File: src/euclid_settings.svh
//******************************
// Widths shared by the line core
// and its testbench. The delta
// width follows the wider axis
//******************************

`ifndef EUCLID_SETTINGS_SVH
`define EUCLID_SETTINGS_SVH

// Screen coordinate widths
`define EUCLID_X_W 10
`define EUCLID_Y_W 10

// Hue, saturation, intensity of 8 bits each
`define EUCLID_COLOR_W 24

// Unsigned delta, one bit wider than the wider axis
`define EUCLID_IDX_W ((`EUCLID_X_W > `EUCLID_Y_W) ? `EUCLID_X_W + 1 : `EUCLID_Y_W + 1)

`endif

File: src/euclid_geom_pkg.sv
//******************************
// Geometry types of the line
// core. Error term is signed,
// one bit wider than a delta
//******************************

`include "euclid_settings.svh"

package euclid_geom_pkg;

  typedef logic [`EUCLID_X_W-1:0] pos_x_t;      // Pixel column
  typedef logic [`EUCLID_Y_W-1:0] pos_y_t;      // Pixel row

  // Absolute difference of two coordinates
  typedef logic [`EUCLID_IDX_W-1:0] delta_t;

  // Bresenham error, holds dx - dy at its widest
  typedef logic signed [`EUCLID_IDX_W:0] err_t;

  typedef logic [`EUCLID_COLOR_W-1:0] color_t;  // HSI word, not decoded here

endpackage

File: src/euclid_ctrl_pkg.sv
//******************************
// Control types of the line
// core. Encoding is fixed
//******************************

package euclid_ctrl_pkg;

  localparam int LINE_STATE_W = 2;

  // Idle waits for a job, init loads the walker and the error term,
  // draw emits one pixel per transfer until the second point
  typedef enum logic [LINE_STATE_W-1:0] {
    LINE_IDLE = 2'd0,
    LINE_INIT = 2'd1,
    LINE_DRAW = 2'd2
  } line_state_t;

endpackage

File: src/line_job_ctrl.sv
//******************************
// Job side of the line core.
// job_start counts only in idle,
// pulses while busy are dropped.
// End points and color are held
// for the whole job
//******************************

`include "euclid_settings.svh"

module line_job_ctrl (
  input  logic                          cr_intf,
  input  logic                          rst_n,
  input  logic                          job_start,
  input  euclid_geom_pkg::pos_x_t       x0,
  input  euclid_geom_pkg::pos_y_t       y0,
  input  euclid_geom_pkg::pos_x_t       x1,
  input  euclid_geom_pkg::pos_y_t       y1,
  input  euclid_geom_pkg::color_t       color,
  input  logic                          last_step,
  output euclid_ctrl_pkg::line_state_t  state,
  output euclid_geom_pkg::pos_x_t       p0_x,
  output euclid_geom_pkg::pos_y_t       p0_y,
  output euclid_geom_pkg::pos_x_t       p1_x,
  output euclid_geom_pkg::pos_y_t       p1_y,
  output euclid_geom_pkg::color_t       line_color,
  output logic                          busy,
  output logic                          job_done
);

  euclid_ctrl_pkg::line_state_t next_state;
  logic                         accept;

  assign accept = job_start && (state == euclid_ctrl_pkg::LINE_IDLE);

  always_comb
  begin
    next_state = state;
    case (state)
      euclid_ctrl_pkg::LINE_IDLE:
      begin
        if (accept)
        begin
          next_state = euclid_ctrl_pkg::LINE_INIT;
        end
      end
      euclid_ctrl_pkg::LINE_INIT:
      begin
        next_state = euclid_ctrl_pkg::LINE_DRAW;  // Walker and error load here
      end
      euclid_ctrl_pkg::LINE_DRAW:
      begin
        if (last_step)
        begin
          next_state = euclid_ctrl_pkg::LINE_IDLE;
        end
      end
      default:
      begin
        next_state = euclid_ctrl_pkg::LINE_IDLE;
      end
    endcase
  end

  always_ff @(posedge cr_intf or negedge rst_n)
  begin
    if (!rst_n)
    begin
      state <= euclid_ctrl_pkg::LINE_IDLE;
    end
    else
    begin
      state <= next_state;
    end
  end

  // Job latch, the source may change its inputs after acceptance
  always_ff @(posedge cr_intf or negedge rst_n)
  begin
    if (!rst_n)
    begin
      p0_x       <= '0;
      p0_y       <= '0;
      p1_x       <= '0;
      p1_y       <= '0;
      line_color <= '0;
    end
    else if (accept)
    begin
      p0_x       <= x0;
      p0_y       <= y0;
      p1_x       <= x1;
      p1_y       <= y1;
      line_color <= color;
    end
  end

  assign busy     = (state != euclid_ctrl_pkg::LINE_IDLE);
  assign job_done = (state == euclid_ctrl_pkg::LINE_DRAW) && last_step;  // Same cycle as last xfer

  // Done is a single pulse that closes the busy window
  a_done_ends_busy: assert property (@(posedge cr_intf) disable iff (!rst_n)
    job_done |-> busy ##1 !busy);

  // The walker may only see the end point while a line is drawn
  a_last_in_draw: assert property (@(posedge cr_intf) disable iff (!rst_n)
    last_step |-> (state == euclid_ctrl_pkg::LINE_DRAW));

endmodule

File: src/bresenham_err.sv
//******************************
// Bresenham step decision.
// Points must be stable from
// init to the end of the line.
// Equal coordinates count as a
// negative direction
//******************************

`include "euclid_settings.svh"

module bresenham_err (
  input  logic                          cr_intf,
  input  logic                          rst_n,
  input  euclid_ctrl_pkg::line_state_t  state,
  input  euclid_geom_pkg::pos_x_t       p0_x,
  input  euclid_geom_pkg::pos_y_t       p0_y,
  input  euclid_geom_pkg::pos_x_t       p1_x,
  input  euclid_geom_pkg::pos_y_t       p1_y,
  input  logic                          step,
  output logic                          inc_x,
  output logic                          dec_x,
  output logic                          inc_y,
  output logic                          dec_y
);

  logic                    sx;
  logic                    sy;
  euclid_geom_pkg::delta_t dx;
  euclid_geom_pkg::delta_t dy;
  euclid_geom_pkg::err_t   dx_s;
  euclid_geom_pkg::err_t   dy_s;
  euclid_geom_pkg::err_t   err;
  euclid_geom_pkg::err_t   err_next;

  logic signed [`EUCLID_IDX_W+1:0] e2;           // Twice the error
  logic signed [`EUCLID_IDX_W+1:0] e2_plus_dy;
  logic signed [`EUCLID_IDX_W+1:0] e2_minus_dx;
  logic                            x_move;
  logic                            y_move;

  // Directions toward the second point
  assign sx = (p1_x > p0_x);
  assign sy = (p1_y > p0_y);

  // Absolute deltas
  assign dx = sx ? euclid_geom_pkg::delta_t'(p1_x) - euclid_geom_pkg::delta_t'(p0_x)
                 : euclid_geom_pkg::delta_t'(p0_x) - euclid_geom_pkg::delta_t'(p1_x);
  assign dy = sy ? euclid_geom_pkg::delta_t'(p1_y) - euclid_geom_pkg::delta_t'(p0_y)
                 : euclid_geom_pkg::delta_t'(p0_y) - euclid_geom_pkg::delta_t'(p1_y);

  assign dx_s = euclid_geom_pkg::err_t'({1'b0, dx});
  assign dy_s = euclid_geom_pkg::err_t'({1'b0, dy});

  // Error stays within [-3dy/2, 3dx/2], so e2 plus or minus a delta fits one extra bit
  assign e2          = $signed({err, 1'b0});
  assign e2_plus_dy  = e2 + $signed({2'b00, dy});
  assign e2_minus_dx = e2 - $signed({2'b00, dx});

  // Only the two sign bits decide the step
  assign x_move = ~e2_plus_dy[`EUCLID_IDX_W+1];
  assign y_move = e2_minus_dx[`EUCLID_IDX_W+1];

  always_comb
  begin
    err_next = err;
    if (x_move)
    begin
      err_next = err_next - dy_s;
    end
    if (y_move)
    begin
      err_next = err_next + dx_s;
    end
  end

  always_ff @(posedge cr_intf or negedge rst_n)
  begin
    if (!rst_n)
    begin
      err <= '0;
    end
    else if (state == euclid_ctrl_pkg::LINE_INIT)
    begin
      err <= dx_s - dy_s;                         // err = dx - dy
    end
    else if ((state == euclid_ctrl_pkg::LINE_DRAW) && step)
    begin
      err <= err_next;
    end
  end

  assign inc_x = x_move & sx;
  assign dec_x = x_move & ~sx;
  assign inc_y = y_move & sy;
  assign dec_y = y_move & ~sy;

  // Each transfer moves at least one axis
  a_step_moves: assert property (@(posedge cr_intf) disable iff (!rst_n)
    ((state == euclid_ctrl_pkg::LINE_DRAW) && step) |-> (x_move || y_move));

endmodule

File: src/pixel_walker.sv
//******************************
// Pixel output stage. Valid is
// a level held until the sink
// takes the pixel. End of line
// is found only here
//******************************

`include "euclid_settings.svh"

module pixel_walker (
  input  logic                          cr_intf,
  input  logic                          rst_n,
  input  euclid_ctrl_pkg::line_state_t  state,
  input  euclid_geom_pkg::pos_x_t       p0_x,
  input  euclid_geom_pkg::pos_y_t       p0_y,
  input  euclid_geom_pkg::pos_x_t       p1_x,
  input  euclid_geom_pkg::pos_y_t       p1_y,
  input  euclid_geom_pkg::color_t       line_color,
  input  logic                          inc_x,
  input  logic                          dec_x,
  input  logic                          inc_y,
  input  logic                          dec_y,
  input  logic                          pxl_ready,
  output logic                          pxl_valid,
  output euclid_geom_pkg::pos_x_t       pxl_x,
  output euclid_geom_pkg::pos_y_t       pxl_y,
  output euclid_geom_pkg::color_t       pxl_color,
  output logic                          step,
  output logic                          last_step
);

  logic at_end;

  assign step      = pxl_valid & pxl_ready;        // One pixel transferred
  assign at_end    = (pxl_x == p1_x) && (pxl_y == p1_y);
  assign last_step = step & at_end;

  always_ff @(posedge cr_intf or negedge rst_n)
  begin
    if (!rst_n)
    begin
      pxl_valid <= 1'b0;
      pxl_x     <= '0;
      pxl_y     <= '0;
      pxl_color <= '0;
    end
    else
    begin
      case (state)
        euclid_ctrl_pkg::LINE_INIT:
        begin
          pxl_valid <= 1'b1;                       // First point goes out
          pxl_x     <= p0_x;
          pxl_y     <= p0_y;
          pxl_color <= line_color;
        end
        euclid_ctrl_pkg::LINE_DRAW:
        begin
          if (last_step)
          begin
            pxl_valid <= 1'b0;
          end
          else if (step)
          begin
            if (inc_x)
            begin
              pxl_x <= pxl_x + 1'b1;
            end
            else if (dec_x)
            begin
              pxl_x <= pxl_x - 1'b1;
            end
            if (inc_y)
            begin
              pxl_y <= pxl_y + 1'b1;
            end
            else if (dec_y)
            begin
              pxl_y <= pxl_y - 1'b1;
            end
          end
        end
        default:
        begin
          pxl_valid <= 1'b0;                       // Position and color hold
        end
      endcase
    end
  end

  // Back-pressure keeps the offered pixel intact
  a_hold_on_stall: assert property (@(posedge cr_intf) disable iff (!rst_n)
    (pxl_valid && !pxl_ready) |=> $stable(pxl_x) && $stable(pxl_y) && $stable(pxl_color));

endmodule

File: src/euclid_line_top.sv
//******************************
// Line rasterizer top. Start is
// a one-cycle pulse, the pixel
// side is valid with ready.
// Latency depends on length and
// back-pressure
//******************************

`include "euclid_settings.svh"

module euclid_line_top (
  input  logic                     cr_intf,
  input  logic                     rst_n,
  input  logic                     job_start,
  input  euclid_geom_pkg::pos_x_t  x0,
  input  euclid_geom_pkg::pos_y_t  y0,
  input  euclid_geom_pkg::pos_x_t  x1,
  input  euclid_geom_pkg::pos_y_t  y1,
  input  euclid_geom_pkg::color_t  color,
  output logic                     busy,
  output logic                     job_done,
  output logic                     pxl_valid,
  output euclid_geom_pkg::pos_x_t  pxl_x,
  output euclid_geom_pkg::pos_y_t  pxl_y,
  output euclid_geom_pkg::color_t  pxl_color,
  input  logic                     pxl_ready
);

  euclid_ctrl_pkg::line_state_t state;
  euclid_geom_pkg::pos_x_t      p0_x;
  euclid_geom_pkg::pos_y_t      p0_y;
  euclid_geom_pkg::pos_x_t      p1_x;
  euclid_geom_pkg::pos_y_t      p1_y;
  euclid_geom_pkg::color_t      line_color;
  logic                         inc_x;
  logic                         dec_x;
  logic                         inc_y;
  logic                         dec_y;
  logic                         step;
  logic                         last_step;

  line_job_ctrl i_line_job_ctrl (
    .cr_intf    (cr_intf),
    .rst_n      (rst_n),
    .job_start  (job_start),
    .x0         (x0),
    .y0         (y0),
    .x1         (x1),
    .y1         (y1),
    .color      (color),
    .last_step  (last_step),
    .state      (state),
    .p0_x       (p0_x),
    .p0_y       (p0_y),
    .p1_x       (p1_x),
    .p1_y       (p1_y),
    .line_color (line_color),
    .busy       (busy),
    .job_done   (job_done)
  );

  bresenham_err i_bresenham_err (
    .cr_intf (cr_intf),
    .rst_n   (rst_n),
    .state   (state),
    .p0_x    (p0_x),
    .p0_y    (p0_y),
    .p1_x    (p1_x),
    .p1_y    (p1_y),
    .step    (step),
    .inc_x   (inc_x),
    .dec_x   (dec_x),
    .inc_y   (inc_y),
    .dec_y   (dec_y)
  );

  pixel_walker i_pixel_walker (
    .cr_intf    (cr_intf),
    .rst_n      (rst_n),
    .state      (state),
    .p0_x       (p0_x),
    .p0_y       (p0_y),
    .p1_x       (p1_x),
    .p1_y       (p1_y),
    .line_color (line_color),
    .inc_x      (inc_x),
    .dec_x      (dec_x),
    .inc_y      (inc_y),
    .dec_y      (dec_y),
    .pxl_ready  (pxl_ready),
    .pxl_valid  (pxl_valid),
    .pxl_x      (pxl_x),
    .pxl_y      (pxl_y),
    .pxl_color  (pxl_color),
    .step       (step),
    .last_step  (last_step)
  );

endmodule

File: config.mk
export PLATFORM = sky130hd
export DESIGN_NAME = euclid_line_top
export DESIGN_NICKNAME = d
export VERILOG_FILES = /design/src/euclid_geom_pkg.sv /design/src/euclid_ctrl_pkg.sv /design/src/line_job_ctrl.sv /design/src/bresenham_err.sv /design/src/pixel_walker.sv /design/src/euclid_line_top.sv
export VERILOG_INCLUDE_DIRS = /design/src
export SDC_FILE = /design/constraint.sdc
export NUM_CORES = 1
export LEC_CHECK = 0
export BUFFER_PORTS_ARGS = -buffer_cell sky130_fd_sc_hd__buf_2
export CAP_MARGIN = 20
export CORE_MARGIN = 4
export CORE_UTILIZATION = 29
export CTS_CLUSTER_DIAMETER = 50
export DETAILED_ROUTE_END_ITERATION = 10
export GPL_TIMING_DRIVEN = 0
export PLACE_DENSITY_LB_ADDON = 0.25
export SLEW_MARGIN = 5
export SYNTH_ARGS = -nofsm -noshare
export SYNTH_HDL_FRONTEND = slang
export SYNTH_HIERARCHICAL = 1
export SYNTH_SLANG_ARGS = --single-unit
File: constraint.sdc
create_clock -name cr_intf -period 12.7 [get_ports cr_intf]
set_input_delay 1.27 -clock cr_intf [delete_from_list [all_inputs] [get_ports cr_intf]]
set_output_delay 1.27 -clock cr_intf [all_outputs]
set_load 0.005 [all_outputs]
==> results.md, run 1 <==
Status:
- The flow ran to the end, and the final reports show no timing, DRC or antenna violations.

Route:
- The total iterations of the first detailed-routing run is 5.
- Using the TritonRoute via totals, the vias-per-cell ratio works out to a little over 5.
- The average routed wire per standard cell is about 17 um.
- The count of nets left with antenna violations once routing finished came out at 0.
- The post-detailed-routing wire length is 29.9 mm.
- The starting DRC count in detailed routing is 511.
- After detailed routing, the number of remaining DRC violations is 0.
- The total via count in the routed design is 8749.

Clock network:
- The TritonCTS clock tree is done.
- Clock tree synthesis selected as its root buffer the cell sky130_fd_sc_hd__clkbuf_16.
- The number of clock sinks seen by CTS is about 120.
- The longest clock path from root to sink contains 2 buffers.
- The number of clock buffers inserted by TritonCTS is 17.
- After clock tree synthesis, the repair step resized 0 gates.
- The post-CTS setup-driven buffer insertion count is 0.
- The H-tree was split into 4 levels.
- The clock reaches the later pin of the worst-skew pair after 430 ps.
- For this design, the CTS-stage hold fixing added 0 buffers.
- Clock-pin slew was measured on the worst setup and hold paths at 60 ps.

Synthesis:
- Of the post-synthesis cell area, the dominant cell type holds 29.9%.
- The biggest area contributor in the post-synthesis netlist is sky130_fd_sc_hd__dfrtp_1.
- In the synthesized netlist, the cells that appear most often are 129 x sky130_fd_sc_hd__nand2_1, 123 x sky130_fd_sc_hd__dfrtp_1, 108 x sky130_fd_sc_hd__ha_1, 89 x sky130_fd_sc_hd__inv_1, 68 x sky130_fd_sc_hd__a21oi_1.
- In the synthesized netlist the async set-or-reset flop fraction comes to 100%.
- The post-synthesis cell area is 10300 um2.
- The total nets after synthesis is 1312.
- In the post-synthesis netlist, the biggest area contributors are sky130_fd_sc_hd__dfrtp_1 30%, sky130_fd_sc_hd__ha_1 13%, sky130_fd_sc_hd__mux2_1 5.4%.
- The Yosys warning count is 6.
- The number of different library cells used by synthesis comes to 82.
- The synthesized instance count is 1127.
- The most frequently used cell type in the post-synthesis netlist is sky130_fd_sc_hd__nand2_1.
- Dividing the synthesized area by the synthesized cell count gives roughly 9.1 um2.
- The synthesized design contains approximately 120 register bits.
- The number of enable-type register cells in the synthesized netlist is 0.
- The sequential cell area fraction in the yosys report is 29.9%.
- The dominant register cell in the synthesized netlist is sky130_fd_sc_hd__dfrtp_1.

Setup path:
- Tracing the worst setup path back leads to its startpoint at i_line_job_ctrl/p0_y[3].
- The reg-to-reg critical path startpoint is i_line_job_ctrl/p0_y[3].
- The cell type with the highest occurrence count on the critical path is sky130_fd_sc_hd__ha_1.
- The data arrival time of the critical path is 8940 ps.
- The largest individual stage delay along the critical path comes from the cell sky130_fd_sc_hd__nor3_1.
- Among cell families on the critical path, the largest total delay comes from compound AO/OA/AOI/OAI gates.
- On the worst path, the slowest cell contributes a delay of just over 800 ps.
- The kind of critical path is reg2reg.
- Along the worst path, the maximum fanout reaches 10.
- STA puts the critical path data required time at 13060 ps.
- The worst setup path is captured at a flip-flop.
- The startpoint class of the critical path is a flip-flop.
- The number of buffers and inverters on the critical path is 4.

STA:
- The worst slew margin relative to its limit is 34.8%.
- Setup repair after global routing left no endpoint under its margin.
- Timing would allow up to approximately 120 MHz.
- The final period demand of the worst path is approximately 8600 ps.
- The transition time at the pin with the least slew margin is between 900 and 1000 ps.
- The count of endpoints failing hold in the final timing report came to 0.
- The total negative slack for setup checks is 0 ps.
- On the final layout, the worst clock skew is 11.7 ps.
- The count of final max-slew check failures is 0.
- The worst path uses 67.5% of the clock period.
- Setup violations remaining at the end of the flow were counted as 0.

Global routing:
- The number of antenna violations at the first check in global routing is 2.
- Entering global routing, the biggest net connects 88 pins.
- The wire length of the first global-routing pass is 48.2 mm.
- Global routing used between 15 and 20% of the available tracks.
- For this run the aggregate overflow at the end of global routing stands at 0.
- The number of global-route vias before repair is 8885.

Die:
- The top-level port count is around 120.
- The floorplan die area is roughly 39000 um2.
- In this run the horizontal extent of the chip is 196 um.
- The height of the die is 196 um.
- The core area is 34800 um2.
- The row count is 68.
- For this configuration, the core starts out at a cell density of just under 30%.

Final layout:
- The final cell count without fillers is 1729.
- The multi-input gate area in the final layout is 6670 um2.
- The filler cell count is around 3500.
- Summing all flip-flop and latch instances after layout gives 3080 um2.
- At the end of the flow, the number of nets in the layout was 1446.
- The fraction of layout cells with a size suffix above 1 is approximately 18%.
- The number of antenna diodes in the final layout is 0.
- The synthesis-to-finish area growth is 17.4%.

Placement:
- Input and output buffers added on the ports amount to 114.
- Routability-driven placement finished with a final weighted congestion of 0.868.
- Including well taps, the total number of placed cells is approximately 1700.
- Detailed placement finished with a half-perimeter wire length of 24.0 mm.

Hold path:
- The path class of the lowest-slack min-delay path is reg2reg.
- The worst hold path begins at i_line_job_ctrl/line_color[1].

Flow run:
- The tool flagged a number of max-cap violations equal to 0.
[worst register-to-register path, delay by kind of cell, from the launching register on]
family / cells / cell delay, ps
buf+inv: 4 / 1140
simple gates: 5 / 1870
compound gates: 14 / 3660
xor+xnor: 1 / 130
flops: 1 / 450
mux: 1 / 320
fa+ha+maj: 3 / 940
[flip-flops by register name (all words and copies together) (netlist names)]
signal                      count
i_bresenham_err/err            12
i_line_job_ctrl/line_color     24
i_line_job_ctrl/p0_x           10
i_line_job_ctrl/p0_y           10
i_line_job_ctrl/p1_x           10
i_line_job_ctrl/p1_y           10
i_line_job_ctrl/state           2
i_pixel_walker/pxl_color       24
i_pixel_walker/pxl_valid        1
i_pixel_walker/pxl_x           10
i_pixel_walker/pxl_y           10
[placed cells by master, fill, tap and decap left out, types with 5 or more instances in the layout]
master / count
sky130_fd_sc_hd__buf_2: 122
sky130_fd_sc_hd__nand3_1: 23
sky130_fd_sc_hd__mux2_1: 49
sky130_fd_sc_hd__inv_1: 89
sky130_fd_sc_hd__o31a_1: 6
sky130_fd_sc_hd__a21o_1: 21
sky130_fd_sc_hd__nor2_1: 55
sky130_fd_sc_hd__o21ai_0: 48
sky130_fd_sc_hd__nand2_1: 129
sky130_fd_sc_hd__xor2_1: 35
sky130_fd_sc_hd__a21oi_1: 68
sky130_fd_sc_hd__mux2i_1: 18
sky130_fd_sc_hd__dfrtp_1: 123
sky130_fd_sc_hd__nor2b_1: 21
sky130_fd_sc_hd__clkbuf_1: 16
sky130_fd_sc_hd__and2_1: 6
sky130_fd_sc_hd__nor3_1: 25
sky130_fd_sc_hd__nand4_1: 9
sky130_fd_sc_hd__nand3b_1: 5
sky130_fd_sc_hd__clkbuf_16: 17
sky130_fd_sc_hd__a211oi_1: 17
sky130_fd_sc_hd__nand2b_1: 10
sky130_fd_sc_hd__a31oi_1: 13
sky130_fd_sc_hd__and3_1: 7
sky130_fd_sc_hd__or3_1: 13
sky130_fd_sc_hd__fa_1: 9
sky130_fd_sc_hd__ha_1: 108
sky130_fd_sc_hd__o21ai_1: 5
sky130_fd_sc_hd__xnor2_1: 34
sky130_fd_sc_hd__buf_6: 9
sky130_fd_sc_hd__o21a_1: 10
sky130_fd_sc_hd__or2_2: 7
sky130_fd_sc_hd__mux2_2: 26
sky130_fd_sc_hd__o211ai_1: 9
sky130_fd_sc_hd__o311a_1: 6
sky130_fd_sc_hd__o31ai_1: 6
[kinds of logic (layout without fill, tap and decap cells)]
| group | after synthesis | after routing | synth area share [%] |
|---|---|---|---|
| multiplexers | 95 | 95 | 10.2 |
| flip-flops | 123 | 123 | 29.9 |
| buffers and inverters | 126 | 273 | 5.39 |
| adder cells (fa/ha/maj) | 117 | 117 | 14.9 |
| AND/OR/NAND/NOR | 334 | 334 | 16.4 |
| AO/OA/AOI/OAI | 263 | 263 | 17.4 |
| XOR/XNOR | 69 | 69 | 5.87 |
[stage by stage]
stage	setup slack [ps]	utilization, %	hold slack [ps]	area, um2
floorplan	6040	-	432	10300
global placement	4340	32.9	441	11400
detailed placement	4270	33.0	457	11500
CTS	4200	34.7	463	12100
global route	3480	34.7	476	12100
finish	4120	34.7	460	12100
[final cells by class]
type / instances / area share, %
multi-input cells: 878 / 55.1
flip-flops and latches: 123 / 25.5
repair buffers: 115 / 5.00
well taps: 455 / 4.71
clock buffers: 20 / 3.78
inverters: 89 / 2.76
plain buffers: 37 / 1.83
clock inverters: 12 / 1.32
[routing by layer]
metal / share of wire, % / up-vias / global-route usage [%]
met5: 0.070 / - / 0
li1: - / 4303 / -
met1: 45 / 4240 / 20.1
met4: 1.6 / 4 / 4.03
met2: 49 / 168 / 26.4
met3: 4.8 / 34 / 3.18
[path summary, 6_finish.rpt]
kind	depth (start not counted)	slack, ps	end
min in group asynchronous	1	730	i_line_job_ctrl/line_color[18]
max in group asynchronous	2	11180	i_pixel_walker/pxl_x[3]
max reg2reg	28	4120	i_pixel_walker/pxl_x[9]
max	28	4120	i_pixel_walker/pxl_x[9]
min reg2reg	2	460	i_pixel_walker/pxl_color[1]
min	2	460	i_pixel_walker/pxl_color[1]
Power of run 1 is left out: the tool's default activity adds up to more than one toggle a clock period on the data nets, which glitch-free logic cannot reach.
==> run 2: changes to the inputs <==
- clock period: 12.7 -> 6.9 ns (I/O delays scaled with it)
==> run 2 against run 1 <==
Effect of this change:
- worst setup slack lost 3900 ps
- core utilization rose by 1.2 points
- register-to-register slack got worse by 3900 ps
- die area stayed put
- fmax grew 29%
- via count increased by 0.80%
- critical endpoint is now i_bresenham_err/err[11]
- largest cell class unchanged
==> results.md, run 2 (synthesis results as in run 1) <==
Final layout:
- The net count of the finished layout came to 1468 (was 1446).
- The synthesis-to-finish area growth is 21.3% (was 17.4%).
- Most used cells in the layout excluding fill and tap cells: 128 x sky130_fd_sc_hd__nand2_1, 121 x sky130_fd_sc_hd__buf_2, 118 x sky130_fd_sc_hd__dfrtp_1, 105 x sky130_fd_sc_hd__ha_1, 87 x sky130_fd_sc_hd__inv_1 (was 129 x sky130_fd_sc_hd__nand2_1, 123 x sky130_fd_sc_hd__dfrtp_1, 122 x sky130_fd_sc_hd__buf_2, 108 x sky130_fd_sc_hd__ha_1, 89 x sky130_fd_sc_hd__inv_1).
- The filler cell count is 3545 (was 3548).
- The fraction of layout cells with a size suffix above 1 is 22.2% (was 17.7%).
- Top flop regs: i_line_job_ctrl/line_color x24, i_pixel_walker/pxl_color x24, i_bresenham_err/err x12 (unchanged).
- The number of antenna repair diodes is 0 (unchanged).
- The leading cell type in the layout, fill and taps excluded is sky130_fd_sc_hd__nand2_1 (unchanged).

Setup path:
- The kind of end point of the critical path is a flip-flop (unchanged).
- The family of cells with the greatest summed delay on the critical path is compound AO/OA/AOI/OAI gates (unchanged).
- The startpoint class of the critical path is a flip-flop (unchanged).
- The count of buffering cells on the critical path with inverters included is 3 (was 4).
- The largest fanout of any net on the critical path is 10 (unchanged).
- The critical path's slowest cell is sky130_fd_sc_hd__or4_4 (was sky130_fd_sc_hd__nor3_1).
- The critical path data required time is 7230 ps (was 13060 ps).
- The reg-to-reg critical path startpoint is i_line_job_ctrl/p1_y[3] (was i_line_job_ctrl/p0_y[3]).
- The data arrival time of the critical path is 6970 ps (was 8940 ps).
- The launch point of the worst path was i_line_job_ctrl/p1_y[3] (was i_line_job_ctrl/p0_y[3]).
- The kind of critical path is reg2reg (unchanged).
- The delay of the slowest critical-path stage was 470 ps (was 820 ps).

Die:
- The height of the die is 196 um (unchanged).
- The horizontal die dimension is 196 um (unchanged).
- The core area is 34800 um2 (unchanged).
- The initial standard-cell utilization of the core came to 29.6% (unchanged).
- The floorplan die area came to 38600 um2 (unchanged).
- The top-level port count was 115 (unchanged).
- The row count is 68 (unchanged).

Placement:
- The weighted congestion at the end of routability-driven global placement is 0.868 (unchanged).
- The setup slack at placement was -1530 ps (was 4270 ps).
- The HPWL reported at the end of detailed placement was 24.0 mm (unchanged).
- The number of buffer cells added on primary ports is 114 (unchanged).

Clock network:
- The master cell of the clock root buffer is sky130_fd_sc_hd__clkbuf_16 (unchanged).
- The number of buffers on the longest clock path is 2 (unchanged).
- The CTS clock-pin slew for the worst setup and hold paths is 70 ps (was 60 ps).
- The number of clock sinks seen by CTS is 123 (unchanged).
- The number of hold buffers added after cts came to 0 (unchanged).
- The insertion delay of the later-clocked pin in the worst-skew pair came to 420 ps (was 430 ps).
- The number of clock buffers inserted by TritonCTS is 17 (unchanged).
- The TritonCTS clock tree is done (unchanged).
- The H-tree depth reported by CTS came to 4 (unchanged).

Route:
- The total iterations of the first detailed-routing run is 5 (unchanged).
- The antenna violation net count after detailed routing is 0 (unchanged).
- The average routed wire per standard cell is 17.3 um (about the same).
- The total via count in the routed design is 8819 (was 8749).
- The post-detailed-routing wire length is 30.2 mm (was 29.9 mm).
- The per-cell via count in the routed design came to 5.04 (was 5.06).
- The starting DRC count in detailed routing is 489 (was 511).
- The number of design rule violations left after detail routing is 0 (unchanged).

STA:
- The peak clock frequency supported by timing was 151 MHz (was 117 MHz).
- The worst clock skew is 11.5 ps (was 11.7 ps).
- The worst slew margin relative to its limit was 50.5% (was 34.8%).
- The final period demand of the worst path was 6640 ps (was 8580 ps).
- The final critical-path share of the clock period is 96.2% (was 67.5%).
- The total negative slack for setup checks was 0 ps (unchanged).
- The number of setup violations in the final report is 0 (unchanged).
- The transition time at the pin with the least slew margin is 736 ps (was 970 ps).
- The count of final max-slew check failures came to 0 (unchanged).
- The worst setup slack after layout is 262 ps (was 4120 ps).
- The count of endpoints failing hold in the final timing report came to 0 (unchanged).

Status:
- Outcome: finished clean (unchanged).

Global routing:
- The total congestion overflow was 0 (unchanged).
- The number of global-route vias before repair came to 8928 (was 8885).
- The pin count of the biggest net entering global routing is 88 (unchanged).
- The number of antenna violations at the first check in global routing is 2 (unchanged).
- The global-route total usage across every layer came to 15.5% (about the same).
- The wire length of the first global-routing pass is 48.3 mm (was 48.2 mm).

Hold path:
- The path class of the lowest-slack min-delay path is in2async (was reg2reg).

Flow run:
- The number of max-cap violations is 0 (unchanged).
-- run 2: cell types whose count changed in the layout (fill, tap and decap cells not counted), sizes merged --
cell,change
buf,+23
clkbuf,-1
clkinvlp,+1
inv,-1
-- run 2: final cells by class --
| class | instances | area [um2] | area share [%] |
|---|---|---|---|
| buffer | 37 | 249 | 1.99 |
| clock buffer | 20 | 457 | 3.65 |
| clock inverter | 12 | 160 | 1.28 |
| inverter | 89 | 338 | 2.70 |
| multi-input combinational | 878 | 6870 | 55.0 |
| sequential | 123 | 3080 | 24.7 |
| tap | 455 | 569 | 4.56 |
| timing repair buffer | 137 | 769 | 6.16 |
-- run 2: worst paths after layout --
path / end / slack [ps] / depth (start not counted)
max reg2reg: i_bresenham_err/err[11] / 260 / 28
max: i_bresenham_err/err[11] / 260 / 28
min: i_line_job_ctrl/line_color[18] / 150 / 1
min in group cr_intf: i_pixel_walker/pxl_color[1] / 460 / 2
max in group asynchronous: i_pixel_walker/pxl_x[3] / 5950 / 2
min reg2reg: i_pixel_walker/pxl_color[1] / 460 / 2
-- run 2: metrics by stage --
stage / util [%] / area (um2) / instances / hold WS, ps
6_report: 35.9 / 12500 / 1751 / 154
5_1_grt: 35.9 / 12500 / 1751 / 170
4_1_cts: 35.2 / 12300 / 1737 / 151
3_5_place_dp: 33.0 / 11500 / 1697 / 457
3_3_place_gp: 32.9 / 11400 / 1696 / 441
2_1_floorplan: - / 10300 / 1127 / 394
-- run 2: per-layer routing --
metal	track usage, %	wire length (um)	vias to the layer above
met5	0	21	-
met4	4.19	594	4
met3	3.33	1420	42
met2	26.5	14600	184
met1	20.0	13600	4232
li1	-	-	4357
-- run 2: repair_timing --
item | CTS | global route
endpoints found under the setup margin | 26 | 16
gates resized for setup | 27 | 40
pin swaps | 8 | 13
buffers inserted | 8 | 14
-- run 2: worst reg2reg max path, delay by kind of cell (launching register included) --
family                   cells  cell delay (ps)
AO/OA/AOI/OAI               12             2390
XOR/XNOR                     2              210
adder cells (fa/ha/maj)      3              920
buffers and inverters        3              550
flip-flops                   1              440
multiplexers                 2              680
AND/OR/NAND/NOR              6             1370
Power of run 2 is left out for the same reason.
